==> config.mk <==
export PLATFORM = sky130hd
export DESIGN_NAME = eu_top
export DESIGN_NICKNAME = d
export VERILOG_FILES = /design/src/source/eu_pkg.sv /design/src/source/cache_dp.sv /design/src/source/eu_alu.sv /design/src/source/eu_top.sv /design/src/source/eu_ybuf.sv
export SDC_FILE = /design/constraint.sdc
export NUM_CORES = 1
export LEC_CHECK = 0
export BUFFER_PORTS_ARGS = -buffer_cell sky130_fd_sc_hd__buf_2
export CORE_MARGIN = 8
export CORE_UTILIZATION = 55
export DETAILED_ROUTE_END_ITERATION = 8
export HOLD_SLACK_MARGIN = 0.03
export PLACE_DENSITY_LB_ADDON = 0.2
export SLEW_MARGIN = 20
export SYNTH_ARGS = -nofsm -noshare
export SYNTH_HDL_FRONTEND = slang
export SYNTH_SLANG_ARGS = --single-unit
export TNS_END_PERCENT = 1
==> constraint.sdc <==
create_clock -name clk -period 8.8 [get_ports clk]
set_input_delay 1.76 -clock clk [delete_from_list [all_inputs] [get_ports clk]]
set_output_delay 1.76 -clock clk [all_outputs]
set_load 0.03 [all_outputs]
==> src/source/eu_pkg.sv <==
`default_nettype none

package eu_pkg;

  // ------------------------------------------------------------------------
  // widths
  // ------------------------------------------------------------------------

  localparam int DATA_W = 16;
  localparam int ADDR_W = 6;

  typedef logic [DATA_W-1:0] eu_data_t;
  typedef logic [ADDR_W-1:0] alu_addr_t;

  // ------------------------------------------------------------------------
  // instruction and completion
  // ------------------------------------------------------------------------

  typedef enum logic [1:0] {
    OP_ADD,
    OP_SUB,
    OP_MUL,
    OP_LOADI
  } eu_op_e;

  // miss0 outranks miss1, which outranks conflict
  typedef enum logic [1:0] {
    ST_OK,
    ST_MISS0,
    ST_MISS1,
    ST_CONFLICT
  } eu_status_e;

  typedef struct packed {
    eu_op_e    op;
    alu_addr_t src0;
    alu_addr_t src1;
    alu_addr_t dst;
    eu_data_t  imm;
  } eu_instr_t;

  typedef struct packed {
    alu_addr_t  dst;
    eu_data_t   data;
    eu_status_e status;
  } eu_done_t;

  // bank payload, tag kept in the top bits as cache_dp expects
  typedef struct packed {
    alu_addr_t tag;
    eu_data_t  data;
  } ybuf_entry_t;

endpackage

`default_nettype wire

==> src/source/cache_dp.sv <==
`timescale 1ns/1ps
`default_nettype none

// direct-mapped store, slot picked by the low IDX_BITS of the address
// the tag of an entry lives in its top ADDR_WIDTH bits
module cache_dp #(
  parameter int IDX_BITS   = 2,
  parameter int ADDR_WIDTH = 6,
  parameter int DATA_WIDTH = 22
) (
  input  wire logic                  clk,
  input  wire logic                  reset_n,

  // port a: slot check on addra_i, write slot taken from the tag in wdata_i
  input  wire logic [ADDR_WIDTH-1:0] addra_i,
  input  wire logic [DATA_WIDTH-1:0] wdata_i,
  input  wire logic                  wea_i,
  input  wire logic                  clear_i,
  output logic                       wok_o,

  // port b: registered tagged read
  input  wire logic [ADDR_WIDTH-1:0] addrb_i,
  input  wire logic                  reb_i,
  output logic [DATA_WIDTH-1:0]      rdatab_o,
  output logic                       rhitb_o
);

  localparam int SLOTS   = 2**IDX_BITS;
  localparam int TAG_LSB = DATA_WIDTH - ADDR_WIDTH;

  logic [DATA_WIDTH-1:0] mem [SLOTS];
  logic [SLOTS-1:0]      valid_q;

  logic [IDX_BITS-1:0]   idx_a;
  logic [IDX_BITS-1:0]   idx_w;
  logic [IDX_BITS-1:0]   idx_b;
  logic [ADDR_WIDTH-1:0] wtag;

  assign wtag  = wdata_i[DATA_WIDTH-1:TAG_LSB];
  assign idx_a = addra_i[IDX_BITS-1:0];
  assign idx_w = wtag[IDX_BITS-1:0];
  assign idx_b = addrb_i[IDX_BITS-1:0];

  // free slot or same tag already there
  assign wok_o = !valid_q[idx_a] || (mem[idx_a][DATA_WIDTH-1:TAG_LSB] == addra_i);

  always_ff @(posedge clk) begin
    if (!reset_n) begin
      valid_q <= '0;
    end else if (clear_i) begin
      valid_q <= '0;
    end else if (wea_i) begin
      valid_q[idx_w] <= 1'b1;
    end
  end

  always_ff @(posedge clk) begin
    if (wea_i) begin
      mem[idx_w] <= wdata_i;
    end
  end

  always_ff @(posedge clk) begin
    if (!reset_n) begin
      rhitb_o <= 1'b0;
    end else begin
      rhitb_o <= reb_i && valid_q[idx_b] && (mem[idx_b][DATA_WIDTH-1:TAG_LSB] == addrb_i);
    end
  end

  always_ff @(posedge clk) begin
    if (reb_i) begin
      rdatab_o <= mem[idx_b];
    end
  end

endmodule

`default_nettype wire

==> src/source/eu_alu.sv <==
`timescale 1ns/1ps
`default_nettype none

module eu_alu (
  input  wire logic              clk,
  input  wire logic              reset_n,

  input  wire eu_pkg::eu_instr_t instr_i,
  input  wire logic              instr_valid_i,

  output eu_pkg::alu_addr_t      op0_req_addr_o,
  output eu_pkg::alu_addr_t      op1_req_addr_o,
  output logic                   req_valid_o,

  input  wire eu_pkg::eu_data_t  op0_data_i,
  input  wire logic              op0_success_i,
  input  wire eu_pkg::eu_data_t  op1_data_i,
  input  wire logic              op1_success_i,

  output eu_pkg::alu_addr_t      result_addr_o,
  output eu_pkg::eu_data_t       result_data_o,
  output logic                   result_valid_o,
  input  wire logic              result_success_i,

  output eu_pkg::eu_done_t       done_o,
  output logic                   done_valid_o
);

  typedef struct packed {
    eu_pkg::eu_op_e    op;
    eu_pkg::alu_addr_t dst;
    eu_pkg::eu_data_t  imm;
  } s1_t;

  logic                          s1_valid_q;
  s1_t                           s1_q;
  logic                          s2_valid_q;
  eu_pkg::eu_done_t              s2_q;
  eu_pkg::eu_done_t              s2_d;
  logic [2*eu_pkg::DATA_W-1:0]   product;

  // lookups go out straight from the incoming instruction
  assign op0_req_addr_o = instr_i.src0;
  assign op1_req_addr_o = instr_i.src1;
  assign req_valid_o    = instr_valid_i;

  always_ff @(posedge clk) begin
    if (!reset_n) begin
      s1_valid_q <= 1'b0;
      s2_valid_q <= 1'b0;
    end else begin
      s1_valid_q <= instr_valid_i;
      s2_valid_q <= s1_valid_q;
    end
  end

  always_ff @(posedge clk) begin
    s1_q.op  <= instr_i.op;
    s1_q.dst <= instr_i.dst;
    s1_q.imm <= instr_i.imm;
    s2_q     <= s2_d;
  end

  // ------------------------------------------------------------------------
  // operand stage
  // ------------------------------------------------------------------------

  assign product = op0_data_i * op1_data_i;

  always_comb begin
    s2_d.dst    = s1_q.dst;
    s2_d.status = eu_pkg::ST_OK;
    unique case (s1_q.op)
      eu_pkg::OP_ADD:   s2_d.data = op0_data_i + op1_data_i;
      eu_pkg::OP_SUB:   s2_d.data = op0_data_i - op1_data_i;
      eu_pkg::OP_MUL:   s2_d.data = product[eu_pkg::DATA_W-1:0];
      eu_pkg::OP_LOADI: s2_d.data = s1_q.imm;
    endcase
    // loadi needs no operands
    if (s1_q.op != eu_pkg::OP_LOADI) begin
      if (!op0_success_i) begin
        s2_d.status = eu_pkg::ST_MISS0;
      end else if (!op1_success_i) begin
        s2_d.status = eu_pkg::ST_MISS1;
      end
    end
    if (s2_d.status != eu_pkg::ST_OK) begin
      s2_d.data = '0;
    end
  end

  // ------------------------------------------------------------------------
  // result stage
  // ------------------------------------------------------------------------

  assign result_addr_o  = s2_q.dst;
  assign result_data_o  = s2_q.data;
  assign result_valid_o = s2_valid_q && (s2_q.status == eu_pkg::ST_OK);

  always_comb begin
    done_o = s2_q;
    if (s2_q.status == eu_pkg::ST_OK && !result_success_i) begin
      done_o.status = eu_pkg::ST_CONFLICT;
    end
  end

  assign done_valid_o = s2_valid_q;

endmodule

`default_nettype wire

==> src/source/eu_top.sv <==
`timescale 1ns/1ps
`default_nettype none

module eu_top #(
  parameter int NUM_IDX_BITS = 2
) (
  input  wire logic              clk,
  input  wire logic              reset_n,
  input  wire eu_pkg::eu_instr_t instr_i,
  input  wire logic              instr_valid_i,
  input  wire logic              swap_i,
  output eu_pkg::eu_done_t       done_o,
  output logic                   done_valid_o
);

  eu_pkg::alu_addr_t op0_req_addr;
  eu_pkg::alu_addr_t op1_req_addr;
  logic              req_valid;
  eu_pkg::eu_data_t  op0_data;
  logic              op0_success;
  eu_pkg::eu_data_t  op1_data;
  logic              op1_success;
  eu_pkg::alu_addr_t result_addr;
  eu_pkg::eu_data_t  result_data;
  logic              result_valid;
  logic              result_success;

  eu_alu eu_alu_inst (
    .clk              (clk),
    .reset_n          (reset_n),
    .instr_i          (instr_i),
    .instr_valid_i    (instr_valid_i),
    .op0_req_addr_o   (op0_req_addr),
    .op1_req_addr_o   (op1_req_addr),
    .req_valid_o      (req_valid),
    .op0_data_i       (op0_data),
    .op0_success_i    (op0_success),
    .op1_data_i       (op1_data),
    .op1_success_i    (op1_success),
    .result_addr_o    (result_addr),
    .result_data_o    (result_data),
    .result_valid_o   (result_valid),
    .result_success_i (result_success),
    .done_o           (done_o),
    .done_valid_o     (done_valid_o)
  );

  eu_ybuf #(
    .NUM_IDX_BITS (NUM_IDX_BITS)
  ) eu_ybuf_inst (
    .clk              (clk),
    .reset_n          (reset_n),
    .op0_req_addr_i   (op0_req_addr),
    .op1_req_addr_i   (op1_req_addr),
    .req_valid_i      (req_valid),
    .op0_data_o       (op0_data),
    .op0_success_o    (op0_success),
    .op1_data_o       (op1_data),
    .op1_success_o    (op1_success),
    .result_addr_i    (result_addr),
    .result_data_i    (result_data),
    .result_valid_i   (result_valid),
    .result_success_o (result_success),
    .swap_i           (swap_i)
  );

endmodule

`default_nettype wire

==> src/source/eu_ybuf.sv <==
`timescale 1ns/1ps
`default_nettype none

module eu_ybuf #(
  parameter int NUM_IDX_BITS = 2
) (
  input  wire logic              clk,
  input  wire logic              reset_n,

  input  wire eu_pkg::alu_addr_t op0_req_addr_i,
  input  wire eu_pkg::alu_addr_t op1_req_addr_i,
  input  wire logic              req_valid_i,

  output eu_pkg::eu_data_t       op0_data_o,
  output logic                   op0_success_o,
  output eu_pkg::eu_data_t       op1_data_o,
  output logic                   op1_success_o,

  input  wire eu_pkg::alu_addr_t result_addr_i,
  input  wire eu_pkg::eu_data_t  result_data_i,
  input  wire logic              result_valid_i,
  output logic                   result_success_o,

  input  wire logic              swap_i
);

  // role_q names the read bank, the other one collects results
  logic role_q;
  logic wr_sel;

  logic                stg_valid_q;
  eu_pkg::ybuf_entry_t stg_q;
  logic                stg_clash;

  eu_pkg::ybuf_entry_t bank_rdata [2];
  logic                bank_hit   [2];
  logic                bank_wok   [2];

  assign wr_sel = ~role_q;

  always_ff @(posedge clk) begin
    if (!reset_n) begin
      role_q <= 1'b0;
    end else if (swap_i) begin
      role_q <= ~role_q;
    end
  end

  // ------------------------------------------------------------------------
  // staging register, drains into the write bank one cycle later
  // ------------------------------------------------------------------------

  // a staged entry is not in the bank yet, so check its slot here as well
  assign stg_clash = stg_valid_q &&
                     (stg_q.tag[NUM_IDX_BITS-1:0] == result_addr_i[NUM_IDX_BITS-1:0]) &&
                     (stg_q.tag != result_addr_i);

  assign result_success_o = bank_wok[wr_sel] && !stg_clash;

  always_ff @(posedge clk) begin
    if (!reset_n) begin
      stg_valid_q <= 1'b0;
    end else begin
      stg_valid_q <= result_valid_i && result_success_o;
    end
  end

  always_ff @(posedge clk) begin
    if (result_valid_i) begin
      stg_q.tag  <= result_addr_i;
      stg_q.data <= result_data_i;
    end
  end

  // ------------------------------------------------------------------------
  // banks
  // ------------------------------------------------------------------------

  for (genvar b = 0; b < 2; b++) begin : g_bank
    logic is_read;

    assign is_read = (role_q == 1'(b));

    cache_dp #(
      .IDX_BITS   (NUM_IDX_BITS),
      .ADDR_WIDTH (eu_pkg::ADDR_W),
      .DATA_WIDTH ($bits(eu_pkg::ybuf_entry_t))
    ) bank_inst (
      .clk      (clk),
      .reset_n  (reset_n),
      .addra_i  (result_addr_i),
      .wdata_i  (stg_q),
      .wea_i    (stg_valid_q && !is_read),
      // the read bank becomes the write bank at this edge
      .clear_i  (swap_i && is_read),
      .wok_o    (bank_wok[b]),
      .addrb_i  (is_read ? op0_req_addr_i : op1_req_addr_i),
      .reb_i    (req_valid_i),
      .rdatab_o (bank_rdata[b]),
      .rhitb_o  (bank_hit[b])
    );
  end

  assign op0_data_o    = bank_rdata[role_q].data;
  assign op0_success_o = bank_hit[role_q];
  assign op1_data_o    = bank_rdata[wr_sel].data;
  assign op1_success_o = bank_hit[wr_sel];

endmodule

`default_nettype wire

==> out/qor.txt, run 1 <==
Main synth FF type = edfxtp_1
RSZ-0062 raised after global routing = false
drt pass-1 iters = 7
synthesized area = 15950 um^2
CP arrival = 7.17 ns
Lkg Pwr = 6.845 nW
minimum period implied by the final worst setup slack = 6.762 ns
Crit. Startpoint = eu_ybuf_inst.g_bank[1].is_read
highest clock rate = 0.1479 GHz
post-synthesis cell count = 1215
CP Cell Sequence = buf_4, mux2i_1, buf_4, inv_1, nand2_1, fa_1, fa_1, inv_1, fa_1, fa_1, inv_1, fa_1, xor2_1, xnor3_1, xnor3_1, xnor3_1, xnor3_1, nor3_1, nor3b_1, a211o_1
worst hold path cell count = 0
Die Y = 186.3 um
Slew Limit Fails = 0
Core Region = 28630 um^2
vias per cell = 5.824
setup violators final = 0
Hold-fix buffers, CTS = 0
largest net degree at the start of global routing = 44
clock buffer depth = 3
Routed Antenna Nets = 0
DR vias = 9773
area of placed instances = 16680 um^2
Fin. Hold Viols = 0
drt initial violations = 912
Slew headroom = 29.88%
layout cells sized above 1 = 16.00%
Top-Level Pins = 65
Final Cycle Share = 76.85%
Worst path slowest cell = dfxtp_4
Final Cell Area = 17630 um^2
vias in the first global route = 10020
CTS tree = done
Filler Cells Inserted = 2203
initial antenna violation count = 0
most used cell along the critical path = fa_1
register area share after synthesis = 51.08%
post-synthesis cell type count = 58
Final nets = 1461
area of the multi-input gates = 7094 um^2
Die ar. = 34710 um^2
# port buffers = 64
Reg2Reg Setup Slack = 2.04 ns
Site Rows = 62
element type at the critical path end = flip-flop
number of antenna diodes = 0
max-cap viol count = 0
Area Overhead vs Synth = 10.50%
Reg2Reg Depth = 20
post-DP HPWL = 27.82 mm
reg2reg start = eu_ybuf_inst.g_bank[1].is_read
EDFF count, synth = 230
outcome = completed
GRT Util Overall = 22.02%
Initial Utilization = 55.73%
total global routing overflow = 0
later-pin clock latency in the skew report = 0.53 ns
setup repair bufs after CTS = 0
share of synthesized registers carrying an async set or reset = 0%
critical path's largest stage delay = 0.74 ns
slew of the pin with the lowest slew margin = 1.046 ns
Clock Sinks = 292
skew final = 0.01575 ns
mean area per synthesized cell = 13.13 um^2
Top delay family on crit path = adder cells
wire per inst = 23.20 um
register area = 8152 um^2
Peak VDD IR = 0.4553 mV
CP startpoint kind = flip-flop
min-delay src = eu_alu_inst.s1_q[18]
HP Class = reg2reg
Num CTS Buffers = 27
first-pass GRT wire length = 59.41 mm
Setup TNS = 0 ns
crit path to = eu_alu_inst.result_data_o[15]
Net Count, Synth = 1402
YS warnings = 0
buffers plus inverters on the worst setup path = 5
CP Max Fanout = 43
CP Class = reg2reg
power per cell area = 377.1 nW/um^2
DRC = 0
Synth Register Bits = 292
r2r endpoint = eu_alu_inst.result_data_o[15]
critical path depth = 20
Die X = 186.3 um
CTS Root Cell = clkbuf_16
Post-CTS Resized = 0
Clock Pin Slew Worst Setup and Hold Paths = 0.07 ns
Final GP Congestion = 1.004
required time of the critical path = 9.21 ns
total routed wirelength = 38.94 mm
H-tree Lvls = 1
[stage by stage]
step / hold WS [ns] / cells / setup WS (ns) / util [%] / total power, mW
after floorplan: 0.3096 / 1215 / 2.020 / - / 4.318
after global placement: 0.3102 / 1629 / 2.266 / 58.27 / 5.326
after detailed placement: 0.3132 / 1629 / 2.101 / 58.27 / 5.378
after CTS: 0.3289 / 1678 / 2.038 / 61.56 / 6.635
after global routing: 0.3326 / 1678 / 1.724 / 61.58 / 7.117
final: 0.3242 / 1678 / 2.038 / 61.58 / 6.647
[metal layers]
metal,share of wire [%],wire length [um],GRT usage [%],vias up
li1,-,-,-,4383
met1,43,16560,29.76,4936
met2,48,18760,36.50,382
met3,6.7,2596,3.412,72
met4,2.6,1014,6.404,0
met5,0,0,0,-
[synthesized netlist by cell type (all sizes together) (3+ instances only)]
cell type    n  share of area, %
and2        14              0.55
nand2       86               2.0
o21a        13              0.61
clkbuf      12              0.28
o211ai       4              0.19
mux4        50               7.1
nor2b       12              0.47
nor3b        4              0.19
or2          3              0.12
o31ai        3              0.14
and3         3              0.12
edfxtp     230                43
nor2       105               2.5
dfxtp       62               7.8
xor2        22               1.2
xnor3        4              0.56
nand3       10              0.31
buf         40               1.7
inv        133               3.1
nand4        6              0.24
a21o         8              0.38
mux2i       42               2.6
xnor2       53               2.9
nor4         5              0.24
a21oi       33               1.0
nand2b       7              0.27
a31oi        9              0.35
fa          81                10
mux2        16               1.1
o21ai       23              0.72
ha          66               5.2
a211oi      15              0.71
nor3        14              0.44
[logic make-up (layout without fill, tap and decap cells)]
| family | Yosys count | in the layout | share of synthesized area (%) |
|---|---|---|---|
| AOI/OAI and AO/OA | 127 | 127 | 5.130 |
| xor gates and xnor gates | 79 | 79 | 4.683 |
| adders and majority gates | 147 | 147 | 15.34 |
| buffers and inverters | 186 | 265 | 5.145 |
| DFF | 292 | 292 | 51.08 |
| muxes | 108 | 108 | 10.82 |
| and+or+nand+nor | 276 | 276 | 7.797 |
[report_power, final]
group | switching (mW) | leakage [nW] | total [mW] | internal [mW]
sequential | 0.0482 | 2.61 | 1.57 | 1.53
combinational | 2.27 | 3.77 | 3.84 | 1.58
clock | 0.489 | 0.457 | 1.23 | 0.741
total | 2.80 | 6.84 | 6.65 | 3.84
[worst min path at each step]
stage / endpoint / slack (ns)
after CTS: eu_alu_inst.result_addr_o[2] / 0.33
after global routing: eu_alu_inst.result_addr_o[3] / 0.33
after floorplan: eu_alu_inst.result_addr_o[0] / 0.31
final: eu_alu_inst.result_addr_o[2] / 0.32
after detailed placement: eu_alu_inst.result_addr_o[5] / 0.31
after global placement: eu_alu_inst.result_addr_o[1] / 0.31
[state kept, by name, summed over array words and instances, names as in the netlist]
signal                                  count
eu_alu_inst.result_data_o                  16
eu_alu_inst.result_addr_o                   6
eu_ybuf_inst.g_bank.bank_inst.rdatab_o     32
eu_alu_inst.done_valid_o                    1
eu_ybuf_inst.g_bank.bank_inst.rhitb_o       2
eu_ybuf_inst.stg_valid_q                    1
eu_alu_inst.s1_q                           24
eu_alu_inst.s1_valid_q                      1
eu_ybuf_inst.g_bank.bank_inst.mem         176
eu_alu_inst.s2_q                            2
eu_ybuf_inst.stg_q                         22
eu_ybuf_inst.g_bank.is_read                 1
eu_ybuf_inst.g_bank.bank_inst.valid_q       8
[cells in the final DEF, fill, tap and decap left out, drive strengths merged, types with 5 or more instances in the layout]
master,Yosys,layout
clkinv,1,7
nand2,86,86
nor2,105,105
a21o,8,8
mux2,16,16
a31oi,9,9
buf,40,82
edfxtp,230,230
xnor2,53,53
o21a,13,13
inv,133,135
fa,81,81
nand4,6,6
a211oi,15,15
nor4,5,5
nand3,10,10
and2,14,14
nor2b,12,12
o21ai,23,23
nand2b,7,7
xor2,22,22
bufinv,0,5
mux2i,42,42
dfxtp,62,62
clkbuf,12,36
ha,66,66
nor3,14,14
mux4,50,50
a21oi,33,33
[layout make-up]
type                       instances  share of cell area [%]
clock buffer                      36                   4.202
clock inverter                    13                   1.143
inverter                         134                   2.853
multi-input combinational        737                   40.25
sequential                       292                   46.25
tap                              384                   2.726
timing repair buffer              82                   2.584
(Power assumes the default switching activity.)
==> inputs of run 2 (changes only) <==
==> constraint.sdc (replaced) <==
create_clock -name clk -period 6.42 [get_ports clk]
set_input_delay 1.284 -clock clk [delete_from_list [all_inputs] [get_ports clk]]
set_output_delay 1.284 -clock clk [all_outputs]
set_load 0.03 [all_outputs]
==> run 2 against run 1 <==
Count of clock-buffer cells in the layout rose by 8. Critical endpoint unchanged. Sequential cell count unchanged. Worst hold slack got worse by 0.00056 ns. Critical path type unchanged. Critical path depth grew 5. First-iteration DRC count grew 8.2%. Register-to-register slack worse by 1.8 ns. Core utilization is 1.5 points higher. Total power grew 38%. Sequential power grew 37%. Fmax is 8.9% higher. Routed wire length up 3.3%. Largest power group unchanged.
==> out/qor.txt, run 2 (synthesis results as in run 1) <==
Slew Limit Fails = 0 (unchanged)
H-tree Lvls = 1 (unchanged)
skew final = 0.04343 ns (was 0.01575 ns)
Die Y = 186.3 um (unchanged)
CP arrival = 6.65 ns (was 7.17 ns)
Slew headroom = 28.19% (was 29.88%)
minimum period implied by the final worst setup slack = 6.208 ns (was 6.762 ns)
Peak VDD IR = 0.4958 mV (was 0.4553 mV)
commonest non-fill, non-tap cell in the layout = edfxtp_1 (unchanged)
Lkg Pwr = 7.069 nW (was 6.845 nW)
registers with the most flip-flops = eu_ybuf_inst.g_bank.bank_inst.mem (176), eu_ybuf_inst.g_bank.bank_inst.rdatab_o (32), eu_alu_inst.s1_q (24) (unchanged)
Initial Utilization = 55.73% (unchanged)
vias in the first global route = 10410 (was 10020)
total routed wirelength = 40.21 mm (was 38.94 mm)
wire per inst = 23.33 um (was 23.20 um)
Final Util = 63.07% (was 61.58%)
Die X = 186.3 um (unchanged)
Area Overhead vs Synth = 13.19% (was 10.50%)
GRT Util Overall = 22.81% (was 22.02%)
hold slack = 0.3236 ns (was 0.3242 ns)
clock buffer depth = 3 (unchanged)
Site Rows = 62 (unchanged)
post-DP HPWL = 29.09 mm (was 27.82 mm)
Hold-fix buffers, CTS = 0 (unchanged)
Routed Antenna Nets = 0 (unchanged)
setup violators final = 0 (unchanged)
CP Class = reg2reg (unchanged)
largest net degree at the start of global routing = 34 (was 44)
Clock Pin Slew Worst Setup and Hold Paths = 0.06 ns (was 0.07 ns)
max reg flops = 176 (unchanged)
DRC = 0 (unchanged)
Die ar. = 34710 um^2 (unchanged)
Top delay family on crit path = adder cells (unchanged)
HP Class = reg2reg (unchanged)
Top-Level Pins = 65 (unchanged)
CP Max Fanout = 9 (was 43)
Finished Layout Cells = 1724 (was 1678)
Num CTS Buffers = 30 (was 27)
Setup TNS = 0 ns (unchanged)
slew of the pin with the lowest slew margin = 1.071 ns (was 1.046 ns)
Core Region = 28630 um^2 (unchanged)
DR vias = 10030 (was 9773)
power per cell area = 509.5 nW/um^2 (was 377.1 nW/um^2)
placed cells = 1657 (was 1629)
max-cap viol count = 0 (unchanged)
initial antenna violation count = 0 (unchanged)
Worst path slowest cell = fa_1 (was dfxtp_4)
most used cell along the critical path = fa_1 (unchanged)
later-pin clock latency in the skew report = 0.59 ns (was 0.53 ns)
RSZ-0062 raised after global routing = false (unchanged)
outcome = completed (unchanged)
Final nets = 1503 (was 1461)
CTS Root Cell = clkbuf_16 (unchanged)
Top reg by flops = eu_ybuf_inst.g_bank.bank_inst.mem (unchanged)
highest clock rate = 0.1611 GHz (was 0.1479 GHz)
most frequent cells in the layout = edfxtp_1, inv_1, nor2_1 (unchanged)
critical path's largest stage delay = 0.52 ns (was 0.74 ns)
required time of the critical path = 6.86 ns (was 9.21 ns)
first-pass GRT wire length = 61.42 mm (was 59.41 mm)
CP startpoint kind = flip-flop (unchanged)
total global routing overflow = 0 (unchanged)
Final Cycle Share = 96.70% (was 76.85%)
element type at the critical path end = flip-flop (unchanged)
Fin. Hold Viols = 0 (unchanged)
vias per cell = 5.815 (was 5.824)
# port buffers = 64 (unchanged)
Final GP Congestion = 0.9754 (was 1.004)
drt initial violations = 987 (was 912)
number of antenna diodes = 0 (unchanged)
buffers plus inverters on the worst setup path = 8 (was 5)
drt pass-1 iters = 8 (was 7)
Clock Sinks = 292 (unchanged)
CTS tree = done (unchanged)
layout cells sized above 1 = 19.25% (was 16.00%)
## run 2: cell types whose count changed in the layout (fill, tap and decap cells not counted), sizes merged
cell	delta
buf	+39
bufinv	-2
clkbuf	+8
clkinv	-1
clkinvlp	+3
inv	-1
## run 2: stage by stage
| step | instance area (um^2) | total power [mW] | setup slack, ns |
|---|---|---|---|
| after floorplan | 15980 | 5.923 | 0.0002722 |
| after global routing | 18050 | 9.821 | 0.02181 |
| after detailed placement | 16920 | 7.425 | 0.01559 |
| after CTS | 17930 | 9.198 | 0.04314 |
| after global placement | 16920 | 7.333 | 0.03009 |
| final | 18050 | 9.200 | 0.2120 |
## run 2: layout make-up
type	count	area, um^2
clock buffer	44	833.3
tap	384	480.5
sequential	292	8152
multi-input combinational	737	7132
fill	2207	10570
timing repair buffer	121	779.5
clock inverter	12	171.4
inverter	134	506.7
## run 2: per-layer routing
layer | global-route usage, % | up-vias | share of wire, %
met1 | 30.33 | 5117 | 43
met2 | 38.49 | 347 | 49
li1 | - | 4482 | -
met3 | 3.281 | 79 | 5.7
met4 | 6.804 | 0 | 3.0
met5 | 0 | - | 0
## run 2: worst paths after layout
check	cells past startpoint	slack, ns	end	from
hold reg to reg	0	0.32	eu_alu_inst.result_addr_o[3]	eu_alu_inst.s1_q[19]
setup / recovery	25	0.21	eu_alu_inst.result_data_o[15]	eu_ybuf_inst.g_bank[1].is_read
hold / removal	0	0.32	eu_alu_inst.result_addr_o[3]	eu_alu_inst.s1_q[19]
setup reg to reg	25	0.21	eu_alu_inst.result_data_o[15]	eu_ybuf_inst.g_bank[1].is_read
## run 2: power breakdown
group	switching (mW)	internal, mW	total (mW)
Clock	0.724	1.03	1.75
Sequential	0.0592	2.09	2.15
Combinational	3.07	2.23	5.30
Total	3.85	5.35	9.20
## run 2: what timing repair did
| item | 4_1_cts | 5_1_grt |
|---|---|---|
| gates resized for setup | 1 | 6 |
| setup buffers | 0 | 10 |
| pin swaps | 0 | 2 |
| endpoints found under the setup margin | 1 | 1 |
